File: config.mk
export PLATFORM = sky130hd
export DESIGN_NAME = turf_wb_top
export DESIGN_NICKNAME = d
export VERILOG_FILES = /design/src/verilog/wb_pkg.sv /design/src/verilog/turf_wb_top.sv /design/src/verilog/wb_intercon.sv /design/src/verilog/wb_reg_slave.sv /design/src/verilog/wb_arbiter.sv
export VERILOG_INCLUDE_DIRS = /design/src /design/src/verilog
export SDC_FILE = /design/constraint.sdc
export NUM_CORES = 1
export LEC_CHECK = 0
export ABC_AREA = 1
export ABC_CLOCK_PERIOD_IN_PS = 14100
export BUFFER_PORTS_ARGS = -buffer_cell sky130_fd_sc_hd__buf_2
export CORE_UTILIZATION = 30
export CTS_BUF_LIST = sky130_fd_sc_hd__clkbuf_16
export CTS_CLUSTER_DIAMETER = 100
export DETAILED_ROUTE_END_ITERATION = 10
export PLACE_DENSITY = 0.47
export SLEW_MARGIN = 0
export SYNTH_ARGS = -nofsm -noshare
export SYNTH_HDL_FRONTEND = slang
export SYNTH_SLANG_ARGS = --single-unit
File: constraint.sdc
create_clock -name clk_i -period 14.1 [get_ports clk_i]
set_clock_uncertainty 0.1 [all_clocks]
set_input_delay 1.41 -clock clk_i [delete_from_list [all_inputs] [get_ports clk_i]]
set_output_delay 1.41 -clock clk_i [all_outputs]
set_load 0.005 [all_outputs]
File: src/verilog/wb_settings.svh
`ifndef WB_SETTINGS_SVH
`define WB_SETTINGS_SVH

// Bus widths
`define WB_ADDR_W 28
`define WB_DATA_W 32
`define WB_SEL_W (`WB_DATA_W / 8)

// Processor port and Ethernet bridge port
`define WB_NUM_MASTERS 2

// Default register bank depth in words
`define WB_REG_WORDS 16

// A space hits when the address with its mask bits cleared equals the base
`define CTL_BASE   28'h0010000
`define CTL_MASK   28'h7FE7FFF
`define EVCTL_BASE 28'h0018000
`define EVCTL_MASK 28'h7FE3FFF

// Crate bridge owns the whole upper half
`define CRATE_BASE 28'h8000000
`define CRATE_MASK 28'h7FFFFFF

`endif
File: src/verilog/wb_pkg.sv
`include "wb_settings.svh"

package wb_pkg;

    // Word address as seen on the shared bus
    typedef logic [`WB_ADDR_W-1:0] wb_addr_t;

    typedef logic [`WB_DATA_W-1:0] wb_data_t;

    // One select bit per byte lane
    typedef logic [`WB_SEL_W-1:0] wb_sel_t;

    // One bit per bus master
    typedef logic [`WB_NUM_MASTERS-1:0] wb_mst_t;

    // Master toward slave
    typedef struct packed {
        logic     cyc;
        logic     stb;
        logic     we;
        wb_addr_t adr;
        wb_data_t dat;
        wb_sel_t  sel;
    } wb_req_t;

    // Slave back toward master
    typedef struct packed {
        logic     ack;
        logic     err;
        logic     rty;
        wb_data_t dat;
    } wb_rsp_t;

endpackage

File: src/verilog/turf_wb_top.sv
`timescale 1ns/100ps
`include "wb_settings.svh"

module turf_wb_top
    import wb_pkg::*;
(
    input  logic    clk_i,
    input  logic    arst_n_i,
    // Local processor port
    input  wb_req_t ps_req_i,
    output wb_rsp_t ps_rsp_o,
    // Ethernet bridge port
    input  wb_req_t eth_req_i,
    output wb_rsp_t eth_rsp_o,
    // External crate bridge
    output wb_req_t crate_req_o,
    input  wb_rsp_t crate_rsp_i
);

    wb_req_t [`WB_NUM_MASTERS-1:0] m_req;
    wb_rsp_t [`WB_NUM_MASTERS-1:0] m_rsp;
    wb_req_t                       ctl_req;
    wb_rsp_t                       ctl_rsp;
    wb_req_t                       evctl_req;
    wb_rsp_t                       evctl_rsp;

    // Master 0 is the processor
    assign m_req[0]  = ps_req_i;
    assign m_req[1]  = eth_req_i;
    assign ps_rsp_o  = m_rsp[0];
    assign eth_rsp_o = m_rsp[1];

    wb_intercon u_intercon (
        .clk_i       (clk_i),
        .arst_n_i    (arst_n_i),
        .m_req_i     (m_req),
        .m_rsp_o     (m_rsp),
        .ctl_req_o   (ctl_req),
        .ctl_rsp_i   (ctl_rsp),
        .evctl_req_o (evctl_req),
        .evctl_rsp_i (evctl_rsp),
        .crate_req_o (crate_req_o),
        .crate_rsp_i (crate_rsp_i)
    );

    wb_reg_slave #(
        .NUM_WORDS (16)
    ) u_ctl (
        .clk_i    (clk_i),
        .arst_n_i (arst_n_i),
        .req_i    (ctl_req),
        .rsp_o    (ctl_rsp)
    );

    wb_reg_slave #(
        .NUM_WORDS (8)
    ) u_evctl (
        .clk_i    (clk_i),
        .arst_n_i (arst_n_i),
        .req_i    (evctl_req),
        .rsp_o    (evctl_rsp)
    );

endmodule

File: src/verilog/wb_intercon.sv
`timescale 1ns/100ps
`include "wb_settings.svh"

module wb_intercon
    import wb_pkg::*;
(
    input  logic                          clk_i,
    input  logic                          arst_n_i,
    // Masters
    input  wb_req_t [`WB_NUM_MASTERS-1:0] m_req_i,
    output wb_rsp_t [`WB_NUM_MASTERS-1:0] m_rsp_o,
    // Control space
    output wb_req_t                       ctl_req_o,
    input  wb_rsp_t                       ctl_rsp_i,
    // Event-control space
    output wb_req_t                       evctl_req_o,
    input  wb_rsp_t                       evctl_rsp_i,
    // Crate bridge
    output wb_req_t                       crate_req_o,
    input  wb_rsp_t                       crate_rsp_i
);

    wb_mst_t cyc_vec;
    wb_mst_t gnt;
    wb_req_t bus_req;
    wb_rsp_t bus_rsp;
    logic    ctl_hit;
    logic    evctl_hit;
    logic    crate_hit;
    logic    any_hit;
    logic    def_err_q;

    function automatic logic addr_hit(
        input wb_addr_t adr,
        input wb_addr_t base,
        input wb_addr_t mask
    );
        return (adr & ~mask) == base;
    endfunction

    // Strobes only reach the decoded slave, which sees its own offset
    function automatic wb_req_t slave_req(
        input wb_req_t  req,
        input logic     hit,
        input wb_addr_t mask
    );
        wb_req_t r;
        r     = req;
        r.cyc = req.cyc && hit;
        r.stb = req.stb && hit;
        r.adr = req.adr & mask;
        return r;
    endfunction

    always_comb begin
        for (int m = 0; m < `WB_NUM_MASTERS; m++) begin
            cyc_vec[m] = m_req_i[m].cyc;
        end
    end

    wb_arbiter u_arbiter (
        .clk_i    (clk_i),
        .arst_n_i (arst_n_i),
        .req_i    (cyc_vec),
        .gnt_o    (gnt)
    );

    // Grant is one-hot, so at most one request gets through
    always_comb begin
        bus_req = '0;
        for (int m = 0; m < `WB_NUM_MASTERS; m++) begin
            if (gnt[m]) begin
                bus_req = m_req_i[m];
            end
        end
    end

    // Address decode
    assign ctl_hit   = addr_hit(bus_req.adr, `CTL_BASE, `CTL_MASK);
    assign evctl_hit = addr_hit(bus_req.adr, `EVCTL_BASE, `EVCTL_MASK);
    assign crate_hit = addr_hit(bus_req.adr, `CRATE_BASE, `CRATE_MASK);
    assign any_hit   = ctl_hit || evctl_hit || crate_hit;

    assign ctl_req_o   = slave_req(bus_req, ctl_hit, `CTL_MASK);
    assign evctl_req_o = slave_req(bus_req, evctl_hit, `EVCTL_MASK);
    assign crate_req_o = slave_req(bus_req, crate_hit, `CRATE_MASK);

    // Default responder for holes in the map
    always_ff @(posedge clk_i or negedge arst_n_i) begin
        if (!arst_n_i) begin
            def_err_q <= 1'b0;
        end else begin
            def_err_q <= bus_req.cyc && bus_req.stb && !any_hit && !def_err_q;
        end
    end

    always_comb begin
        bus_rsp = '0;
        if (crate_hit) begin
            bus_rsp = crate_rsp_i;
        end else if (ctl_hit) begin
            bus_rsp = ctl_rsp_i;
        end else if (evctl_hit) begin
            bus_rsp = evctl_rsp_i;
        end else begin
            bus_rsp.err = def_err_q;
        end
    end

    // Non-granted masters see an idle response
    always_comb begin
        for (int m = 0; m < `WB_NUM_MASTERS; m++) begin
            m_rsp_o[m] = gnt[m] ? bus_rsp : '0;
        end
    end

endmodule

File: src/verilog/wb_reg_slave.sv
`timescale 1ns/100ps
`include "wb_settings.svh"

module wb_reg_slave
    import wb_pkg::*;
#(
    parameter int NUM_WORDS = `WB_REG_WORDS
) (
    input  logic    clk_i,
    input  logic    arst_n_i,
    input  wb_req_t req_i,
    output wb_rsp_t rsp_o
);

    localparam int IDX_W     = (NUM_WORDS > 1) ? $clog2(NUM_WORDS) : 1;
    localparam int NUM_BYTES = $bits(wb_sel_t);

    wb_data_t         mem [NUM_WORDS];
    wb_data_t         rd_q;
    logic             ack_q;
    logic             err_q;
    logic             access;
    logic             in_range;
    logic [IDX_W-1:0] idx;

    // New access only when no response is pending
    assign access   = req_i.cyc && req_i.stb && !ack_q && !err_q;
    assign in_range = req_i.adr < wb_addr_t'(NUM_WORDS);
    assign idx      = req_i.adr[IDX_W-1:0];

    always_ff @(posedge clk_i or negedge arst_n_i) begin
        if (!arst_n_i) begin
            ack_q <= 1'b0;
            err_q <= 1'b0;
            for (int w = 0; w < NUM_WORDS; w++) begin
                mem[w] <= '0;
            end
        end else begin
            ack_q <= access && in_range;
            err_q <= access && !in_range;
            if (access && in_range && req_i.we) begin
                // Byte lanes
                for (int b = 0; b < NUM_BYTES; b++) begin
                    if (req_i.sel[b]) begin
                        mem[idx][8*b +: 8] <= req_i.dat[8*b +: 8];
                    end
                end
            end
        end
    end

    // Read word lands together with the ack
    always_ff @(posedge clk_i) begin
        if (access && in_range && !req_i.we) begin
            rd_q <= mem[idx];
        end
    end

    assign rsp_o = '{ack: ack_q, err: err_q, rty: 1'b0, dat: rd_q};

endmodule

File: src/verilog/wb_arbiter.sv
`timescale 1ns/100ps
`include "wb_settings.svh"

module wb_arbiter
    import wb_pkg::*;
(
    input  logic    clk_i,
    input  logic    arst_n_i,
    input  wb_mst_t req_i,
    output wb_mst_t gnt_o
);

    localparam int NUM_M = `WB_NUM_MASTERS;
    localparam int IDX_W = (NUM_M > 1) ? $clog2(NUM_M) : 1;

    wb_mst_t          gnt_q;
    wb_mst_t          gnt_d;
    logic [IDX_W-1:0] last_q;
    logic [IDX_W-1:0] last_d;

    always_comb begin
        int   idx;
        logic found;
        gnt_d  = gnt_q;
        last_d = last_q;
        found  = 1'b0;
        idx    = 0;
        if (gnt_q == '0) begin
            // Search starts just after the last winner
            for (int i = 1; i <= NUM_M; i++) begin
                idx = (int'(last_q) + i) % NUM_M;
                if (!found && req_i[idx]) begin
                    found      = 1'b1;
                    gnt_d[idx] = 1'b1;
                    last_d     = idx[IDX_W-1:0];
                end
            end
        end else if ((req_i & gnt_q) == '0) begin
            // Owner has ended its cycle
            gnt_d = '0;
        end
    end

    // Last winner starts at the top so master 0 goes first
    always_ff @(posedge clk_i or negedge arst_n_i) begin
        if (!arst_n_i) begin
            gnt_q  <= '0;
            last_q <= IDX_W'(NUM_M - 1);
        end else begin
            gnt_q  <= gnt_d;
            last_q <= last_d;
        end
    end

    assign gnt_o = gnt_q;

endmodule

==> results of run 1 <==
[flip-flops by register name, summed over array words and instances, names as in the netlist]
signal	flops
u_intercon.def_err_q	1
u_intercon.u_arbiter.last_q	1
u_evctl.err_q	1
u_intercon.u_arbiter.gnt_o	2
u_ctl.rd_q	32
u_ctl.mem	512
u_ctl.ack_q	1
u_evctl.rd_q	32
u_evctl.mem	256
u_ctl.err_q	1
u_evctl.ack_q	1
[logic make-up (layout without fill, tap and decap cells)]
| group | Yosys count | count (layout) |
|---|---|---|
| AND/OR/NAND/NOR | 3441 | 3441 |
| flip-flops | 840 | 840 |
| buffers and inverters | 484 | 644 |
| AO/OA/AOI/OAI | 467 | 467 |
| other | 1 | 2 |
[path summary, 6_finish.rpt]
| kind | start | endpoint | slack (ns) |
|---|---|---|---|
| setup / recovery | u_intercon.u_arbiter.gnt_o[1] | eth_rsp_o[30] | 8.14 |
| hold / removal | u_intercon.def_err_q | u_intercon.def_err_q | 0.33 |
| setup reg to reg | u_intercon.u_arbiter.gnt_o[0] | u_ctl.mem[258] | 8.28 |
| hold reg to reg | u_intercon.def_err_q | u_intercon.def_err_q | 0.33 |
| max in group asynchronous | arst_n_i | u_intercon.u_arbiter.gnt_o[1] | 10.44 |
| min in group asynchronous | arst_n_i | u_ctl.mem[74] | 0.65 |
[Yosys cell counts (all sizes together)]
master | instances | area (sq um)
nand2 | 2108 | 7930
dfrtp | 775 | 19400
nand4 | 622 | 4180
nand3 | 383 | 1970
a22oi | 306 | 2340
clkbuf | 223 | 837
buf | 204 | 1190
nor2 | 193 | 1030
nor3 | 135 | 676
o21ai | 102 | 510
edfxtp | 64 | 1920
inv | 40 | 150
a22o | 25 | 219
clkinv | 17 | 63.8
a31oi | 13 | 81.3
o21a | 12 | 90.1
a21oi | 6 | 52.6
a311oi | 1 | 8.76
conb | 1 | 3.75
dfstp | 1 | 26.3
o211ai | 1 | 7.51
o221ai | 1 | 8.76
[metrics by stage]
| stage | hold WS [ns] | instances |
|---|---|---|
| 4_1_cts | 0.332 | 7283 |
| 2_1_floorplan | 0.303 | 5233 |
| 5_1_grt | 0.361 | 7283 |
| 6_report | 0.333 | 7284 |
| 3_3_place_gp | 0.318 | 7106 |
| 3_5_place_dp | 0.325 | 7106 |
[power by group through the flow]
| stage | registers, uW | logic [uW] | clock network (uW) |
|---|---|---|---|
| floorplan | 2490 | 1380 | 0 |
| global placement | 2510 | 2650 | 0 |
| CTS | 2470 | 2650 | 2450 |
| global route | 2470 | 2790 | 2540 |
| finish | 2470 | 2680 | 2400 |
| detailed placement | 2510 | 2640 | 0 |
[layout make-up]
| cell class | instances | area [sq um] |
|---|---|---|
| Timing Repair Buffer | 410 | 2380 |
| Multi-Input combinational cell | 3909 | 19200 |
| Sequential cell | 840 | 21300 |
| Fill cell | 14900 | 93000 |
| Clock inverter | 78 | 442 |
| Clock buffer | 99 | 2480 |
| Antenna cell | 1 | 2.50 |
| Inverter | 57 | 219 |
| Tap cell | 1890 | 2360 |
[layer usage]
layer	share of wire	GRT usage	vias up
met5	0.00046	0	-
met4	0.028	0.0739	6
met3	0.066	0.0428	224
met2	0.46	0.371	1351
met1	0.45	0.339	19700
li1	-	-	18300
[worst max-delay path, cell delays in order, from the launching register on]
cell,delay [ns]
dfrtp_4,0.72
inv_2,0.04
buf_4,0.30
nand3_1,0.16
nand2_1,0.15
nor2_1,0.21
nand2_1,0.18
inv_2,0.52
nand2_1,0.13
nand3_1,0.32
o21ai_0,0.24
nor2_1,0.49
buf_2,0.22
[cells in the final DEF (no fill, tap or decap), types with 8 or more instances in the layout]
cell | netlist | final
nand2_1 | 2100 | 2100
dfrtp_1 | 775 | 774
nand4_1 | 602 | 602
nand3_1 | 373 | 373
buf_2 | 121 | 305
a22oi_1 | 297 | 294
nor2_1 | 133 | 133
nor3_1 | 135 | 133
clkbuf_16 | 0 | 99
buf_4 | 28 | 99
o21ai_0 | 85 | 85
inv_1 | 32 | 66
edfxtp_1 | 64 | 64
nor2_4 | 32 | 36
clkinv_1 | 17 | 36
nor2_2 | 28 | 24
nand4_4 | 19 | 19
o21ai_1 | 17 | 17
a22o_1 | 25 | 17
a31oi_1 | 13 | 13
clkinv_2 | 0 | 13
a22oi_2 | 9 | 12
o21a_1 | 12 | 12
nand3_2 | 10 | 10
inv_2 | 8 | 9
nand2_2 | 8 | 8
==> impl_metrics.env, run 1 <==
export IMPL_p_comb_frac=0.355
export IMPL_ant_nets=0
export IMPL_vias=39600
export IMPL_yosys_cell_types_count=35
export IMPL_grt_pass1_wl_microns=260000
export IMPL_hold_violations=0
export IMPL_worst_ir_drop_vdd_mv=0.223
export IMPL_first_iter_violations=4448
export IMPL_clkLatencyLatePin_ns=0.69
export IMPL_io_pins=308
export IMPL_num_rows=138
export IMPL_grt_pass1_vias=37700
export IMPL_area_growth_pct=13.4
export IMPL_cts_buffers=99
export IMPL_drv_slew=0
export IMPL_seq_area_frac_synth=0.500
export IMPL_tightest_slew_ns=1.27
export IMPL_drive_gt1_frac=0.123
export IMPL_maxCapViolations=0
export IMPL_p_total_uw=7550
export IMPL_rsz0062_at_grt="no"
export IMPL_dieArea_sq_um=144000
export IMPL_wl_per_cell_microns=24.1
export IMPL_synthSimpleGateAreaFrac=0.370
export IMPL_cts_sinks=840
export IMPL_antenna_found_initial=3
export IMPL_startpoint_type="flip-flop"
export IMPL_gp_congestion=0.854
export IMPL_violations="design-rule violations"
export IMPL_p_leak_uw=0.0240
export IMPL_cts_buffer_depth=3
export IMPL_firstDrtPassIters=10
export IMPL_grt_overflow=0
export IMPL_design_area_sq_um=48400
export IMPL_swShare=0.445
export IMPL_finalNetCount=5488
export IMPL_netlist_area_sq_um=42700
export IMPL_synth_cells=5233
export IMPL_worst_ep_required_time_ns=12.59
export IMPL_critPathArrivalTime_ns=4.45
export IMPL_max_freq_mhz=168
export IMPL_fin_crit_ns=5.96
export IMPL_p_per_area_nw_per_um2=156
export IMPL_post_route_util=0.342
export IMPL_p_int_uw=4190
export IMPL_switching_power_uw=3360
export IMPL_syn_nets=5404
export IMPL_tns_ns=0
export IMPL_avgViaCountPerCell=5.43
export IMPL_cts_root_buffer="clkbuf_16"
export IMPL_yosysWarnings=0
export IMPL_hold_class="flip-flop to flip-flop"
export IMPL_path_max_fanout=54
export IMPL_cts_tree="done"
export IMPL_dp_worst_setup_slack_ns=7.99
export IMPL_die_x_microns=379
export IMPL_synth_top_family_by_area="simple AND/OR/NAND/NOR gates"
export IMPL_end_kind="output port"
export IMPL_drt_total_wl_microns=176000
export IMPL_status="complete, but fails checks"
export IMPL_start_util=0.302
export IMPL_synth_seq_cells=840
export IMPL_min_path_cells=1
export IMPL_fin_crit_sh=0.423
export IMPL_hold_buffers=0
export IMPL_grt_start_max_net_pins=171
export IMPL_finalWorstSetupSlack_ns=8.14
export IMPL_placed_cell_area_sq_um=45500
export IMPL_finalSetupViolCount=0
export IMPL_die_y_microns=379
export IMPL_post_cts_buffers=0
export IMPL_clkTransAtPathRegs_ns=0.06
export IMPL_drc=2
export IMPL_grt_usage=0.240
export IMPL_place_hpwl_microns=109000
export IMPL_synthAdderAreaFrac=0
export IMPL_muxShareOfSynthArea=0
export IMPL_clock_power_share=0.318
export IMPL_syn_area_per_cell_sq_um=8.16
export IMPL_worst_setup_path_type="flip-flop to output port"
export IMPL_cts_resized_gates=0
export IMPL_synth_compound_area_frac=0.0778
export IMPL_power_frac_seq=0.327
export IMPL_port_buffers=306
export IMPL_synthXorXnorAreaFrac=0
export IMPL_core_area_sq_um=141000
export IMPL_relSlewSlack=0.146
export IMPL_r2r_cells=14
export IMPL_htree_levels=3
(Power assumes the default switching activity.)
==> run 2, diff against run 1 <==
- ABC_CLOCK_PERIOD_IN_PS: 14100 -> 6000
- clock period: 14.1 -> 6 ns (I/O delays scaled with it)
==> run 2 against run 1 <==
Against the previous run: the run still ends with design-rule violations left; critical endpoint is now ps_rsp_o[30]; clock-buffer cell count is 7 higher; largest cell class unchanged; global-route usage is 0.21 points higher; wire length grew 1.2%; critical path type unchanged; die area did not move; highest routed layer unchanged; worst setup slack lost 7.1 ns.
==> impl_metrics.env, run 2 (synthesis results as in run 1) <==
export IMPL_status="complete, but fails checks"
export IMPL_violations="design-rule violations"
export IMPL_rsz0062_at_grt="no"
export IMPL_cts_root_buffer="clkbuf_16"
export IMPL_fin_hold_ws_ns=0.114
export IMPL_final_common_cell="nand2_1"
export IMPL_worst_ir_drop_vdd_mv=0.410
export IMPL_drv_slew=0
export IMPL_finalSetupViolCount=0
export IMPL_antenna_found_initial=10
export IMPL_grt_overflow=0
export IMPL_relSlewSlack=0.216
export IMPL_drt_total_wl_microns=178000
export IMPL_cts_tree="done"
export IMPL_grt_usage=0.242
export IMPL_avgViaCountPerCell=5.47
export IMPL_cts_sinks=840
export IMPL_hp_start="ps_req_i[66]"
export IMPL_min_path_cells=2
export IMPL_cts_resized_gates=0
export IMPL_grt_pass1_wl_microns=261000
export IMPL_firstDrtPassIters=10
export IMPL_die_x_microns=379
export IMPL_r2r_end="u_ctl.mem[260]"
export IMPL_htree_levels=3
export IMPL_hold_buffers=1
export IMPL_maxCapViolations=0
export IMPL_num_rows=138
export IMPL_wl_per_cell_microns=24.2
export IMPL_rrSetupSlack_ns=1.46
export IMPL_fin_crit_sh=0.832
export IMPL_cts_buffer_depth=3
export IMPL_worst_ep_required_time_ns=5.30
export IMPL_place_hpwl_microns=114000
export IMPL_p_leak_uw=0.0245
export IMPL_drive_gt1_frac=0.135
export IMPL_fin_crit_ns=4.99
export IMPL_hold_violations=0
export IMPL_startpoint_type="flip-flop"
export IMPL_largest_reg_flops=512
export IMPL_io_pins=308
export IMPL_gp_congestion=0.887
export IMPL_post_cts_buffers=0
export IMPL_r2r_cells=13
export IMPL_die_y_microns=379
export IMPL_tns_ns=0
export IMPL_first_iter_violations=4537
export IMPL_regMostFlops="u_ctl.mem"
export IMPL_hold_class="primary input to flip-flop"
export IMPL_worst_setup_path_type="flip-flop to output port"
export IMPL_max_freq_mhz=200
export IMPL_final_cell_mix="2100 x nand2_1, 774 x dfrtp_1, 602 x nand4_1, 373 x nand3_1, 305 x buf_2"
export IMPL_finalNetCount=5540
export IMPL_critPathArrivalTime_ns=4.29
export IMPL_dieArea_sq_um=144000
export IMPL_core_area_sq_um=141000
export IMPL_clkTransAtPathRegs_ns=0.06
export IMPL_drc=2
export IMPL_reg_top3="u_ctl.mem: 512 flops, u_evctl.mem: 256 flops"
export IMPL_tightest_slew_ns=1.16
export IMPL_grt_pass1_vias=37600
export IMPL_area_growth_pct=15.6
export IMPL_reg2reg_from="u_intercon.u_arbiter.gnt_o[0]"
export IMPL_start_util=0.302
export IMPL_grt_start_max_net_pins=147
export IMPL_cts_buffers=101
export IMPL_port_buffers=306
export IMPL_clkLatencyLatePin_ns=0.71
export IMPL_min_to="u_intercon.u_arbiter.gnt_o[1]"
export IMPL_vias=40200
export IMPL_ant_nets=0
export IMPL_path_max_fanout=28
export IMPL_end_kind="output port"
export IMPL_p_per_area_nw_per_um2=374
==> run 2: worst max-delay path by stage <==
| stage | start | endpoint | cells after the start |
|---|---|---|---|
| finish | u_intercon.u_arbiter.gnt_o[1] | ps_rsp_o[30] | 11 |
| global route | u_intercon.u_arbiter.gnt_o[1] | eth_rsp_o[30] | 11 |
| CTS | u_intercon.u_arbiter.gnt_o[1] | eth_rsp_o[1] | 12 |
| detailed placement | u_intercon.u_arbiter.gnt_o[1] | u_ctl.mem[256] | 11 |
| global placement | u_intercon.u_arbiter.gnt_o[0] | u_ctl.mem[294] | 12 |
| floorplan | u_intercon.u_arbiter.gnt_o[1] | u_ctl.rd_q[0] | 9 |
==> run 2: power by group <==
part	switching, uW	leakage [uW]	internal (uW)	total [uW]
registers	33.6	0.0115	5760	5790
logic	5400	0.0113	1100	6500
clock network	2600	0.00169	3570	6170
total	8040	0.0245	10400	18500
==> run 2: critical path: stages, from the launching register on <==
cell and delay, ns:
dfrtp_4 0.63, inv_2 0.43, nand3_1 0.12, nand2_1 0.21
nor2_1 0.10, nand2_1 0.11, clkinv_1 0.52, nand2_1 0.22
nand3_1 0.44, o21ai_0 0.55, nor2_1 0.09, buf_2 0.17
==> run 2: metrics by stage <==
stage	power [uW]	setup WS (ns)	cell area, sq um	utilization	std cells
floorplan	9100	1.50	42700	-	5233
global route	19000	0.769	49400	0.349	7341
CTS	18500	1.13	49400	0.349	7341
finish	18500	1.01	49400	0.349	7344
detailed placement	12300	1.54	46100	0.326	7155
global placement	12300	1.60	46100	0.326	7155
==> run 2: layout make-up <==
class                   count  area, sq um
fillers                 14800        92000
flip-flops and latches    840        21300
multi-input cells        3909        19200
repair buffers            460         2990
clock buffers             106         2650
well taps                1890         2360
clock inverters            79          617
inverters                  57          219
diodes                      3         7.51
==> run 2: metal layers <==
metal | vias up | GRT usage | part of all wire
met1 | 20100 | 0.347 | 0.45
met2 | 1483 | 0.373 | 0.46
met5 | - | 0 | 0.00023
li1 | 18400 | - | -
met3 | 210 | 0.0420 | 0.069
met4 | 6 | 0.0663 | 0.023
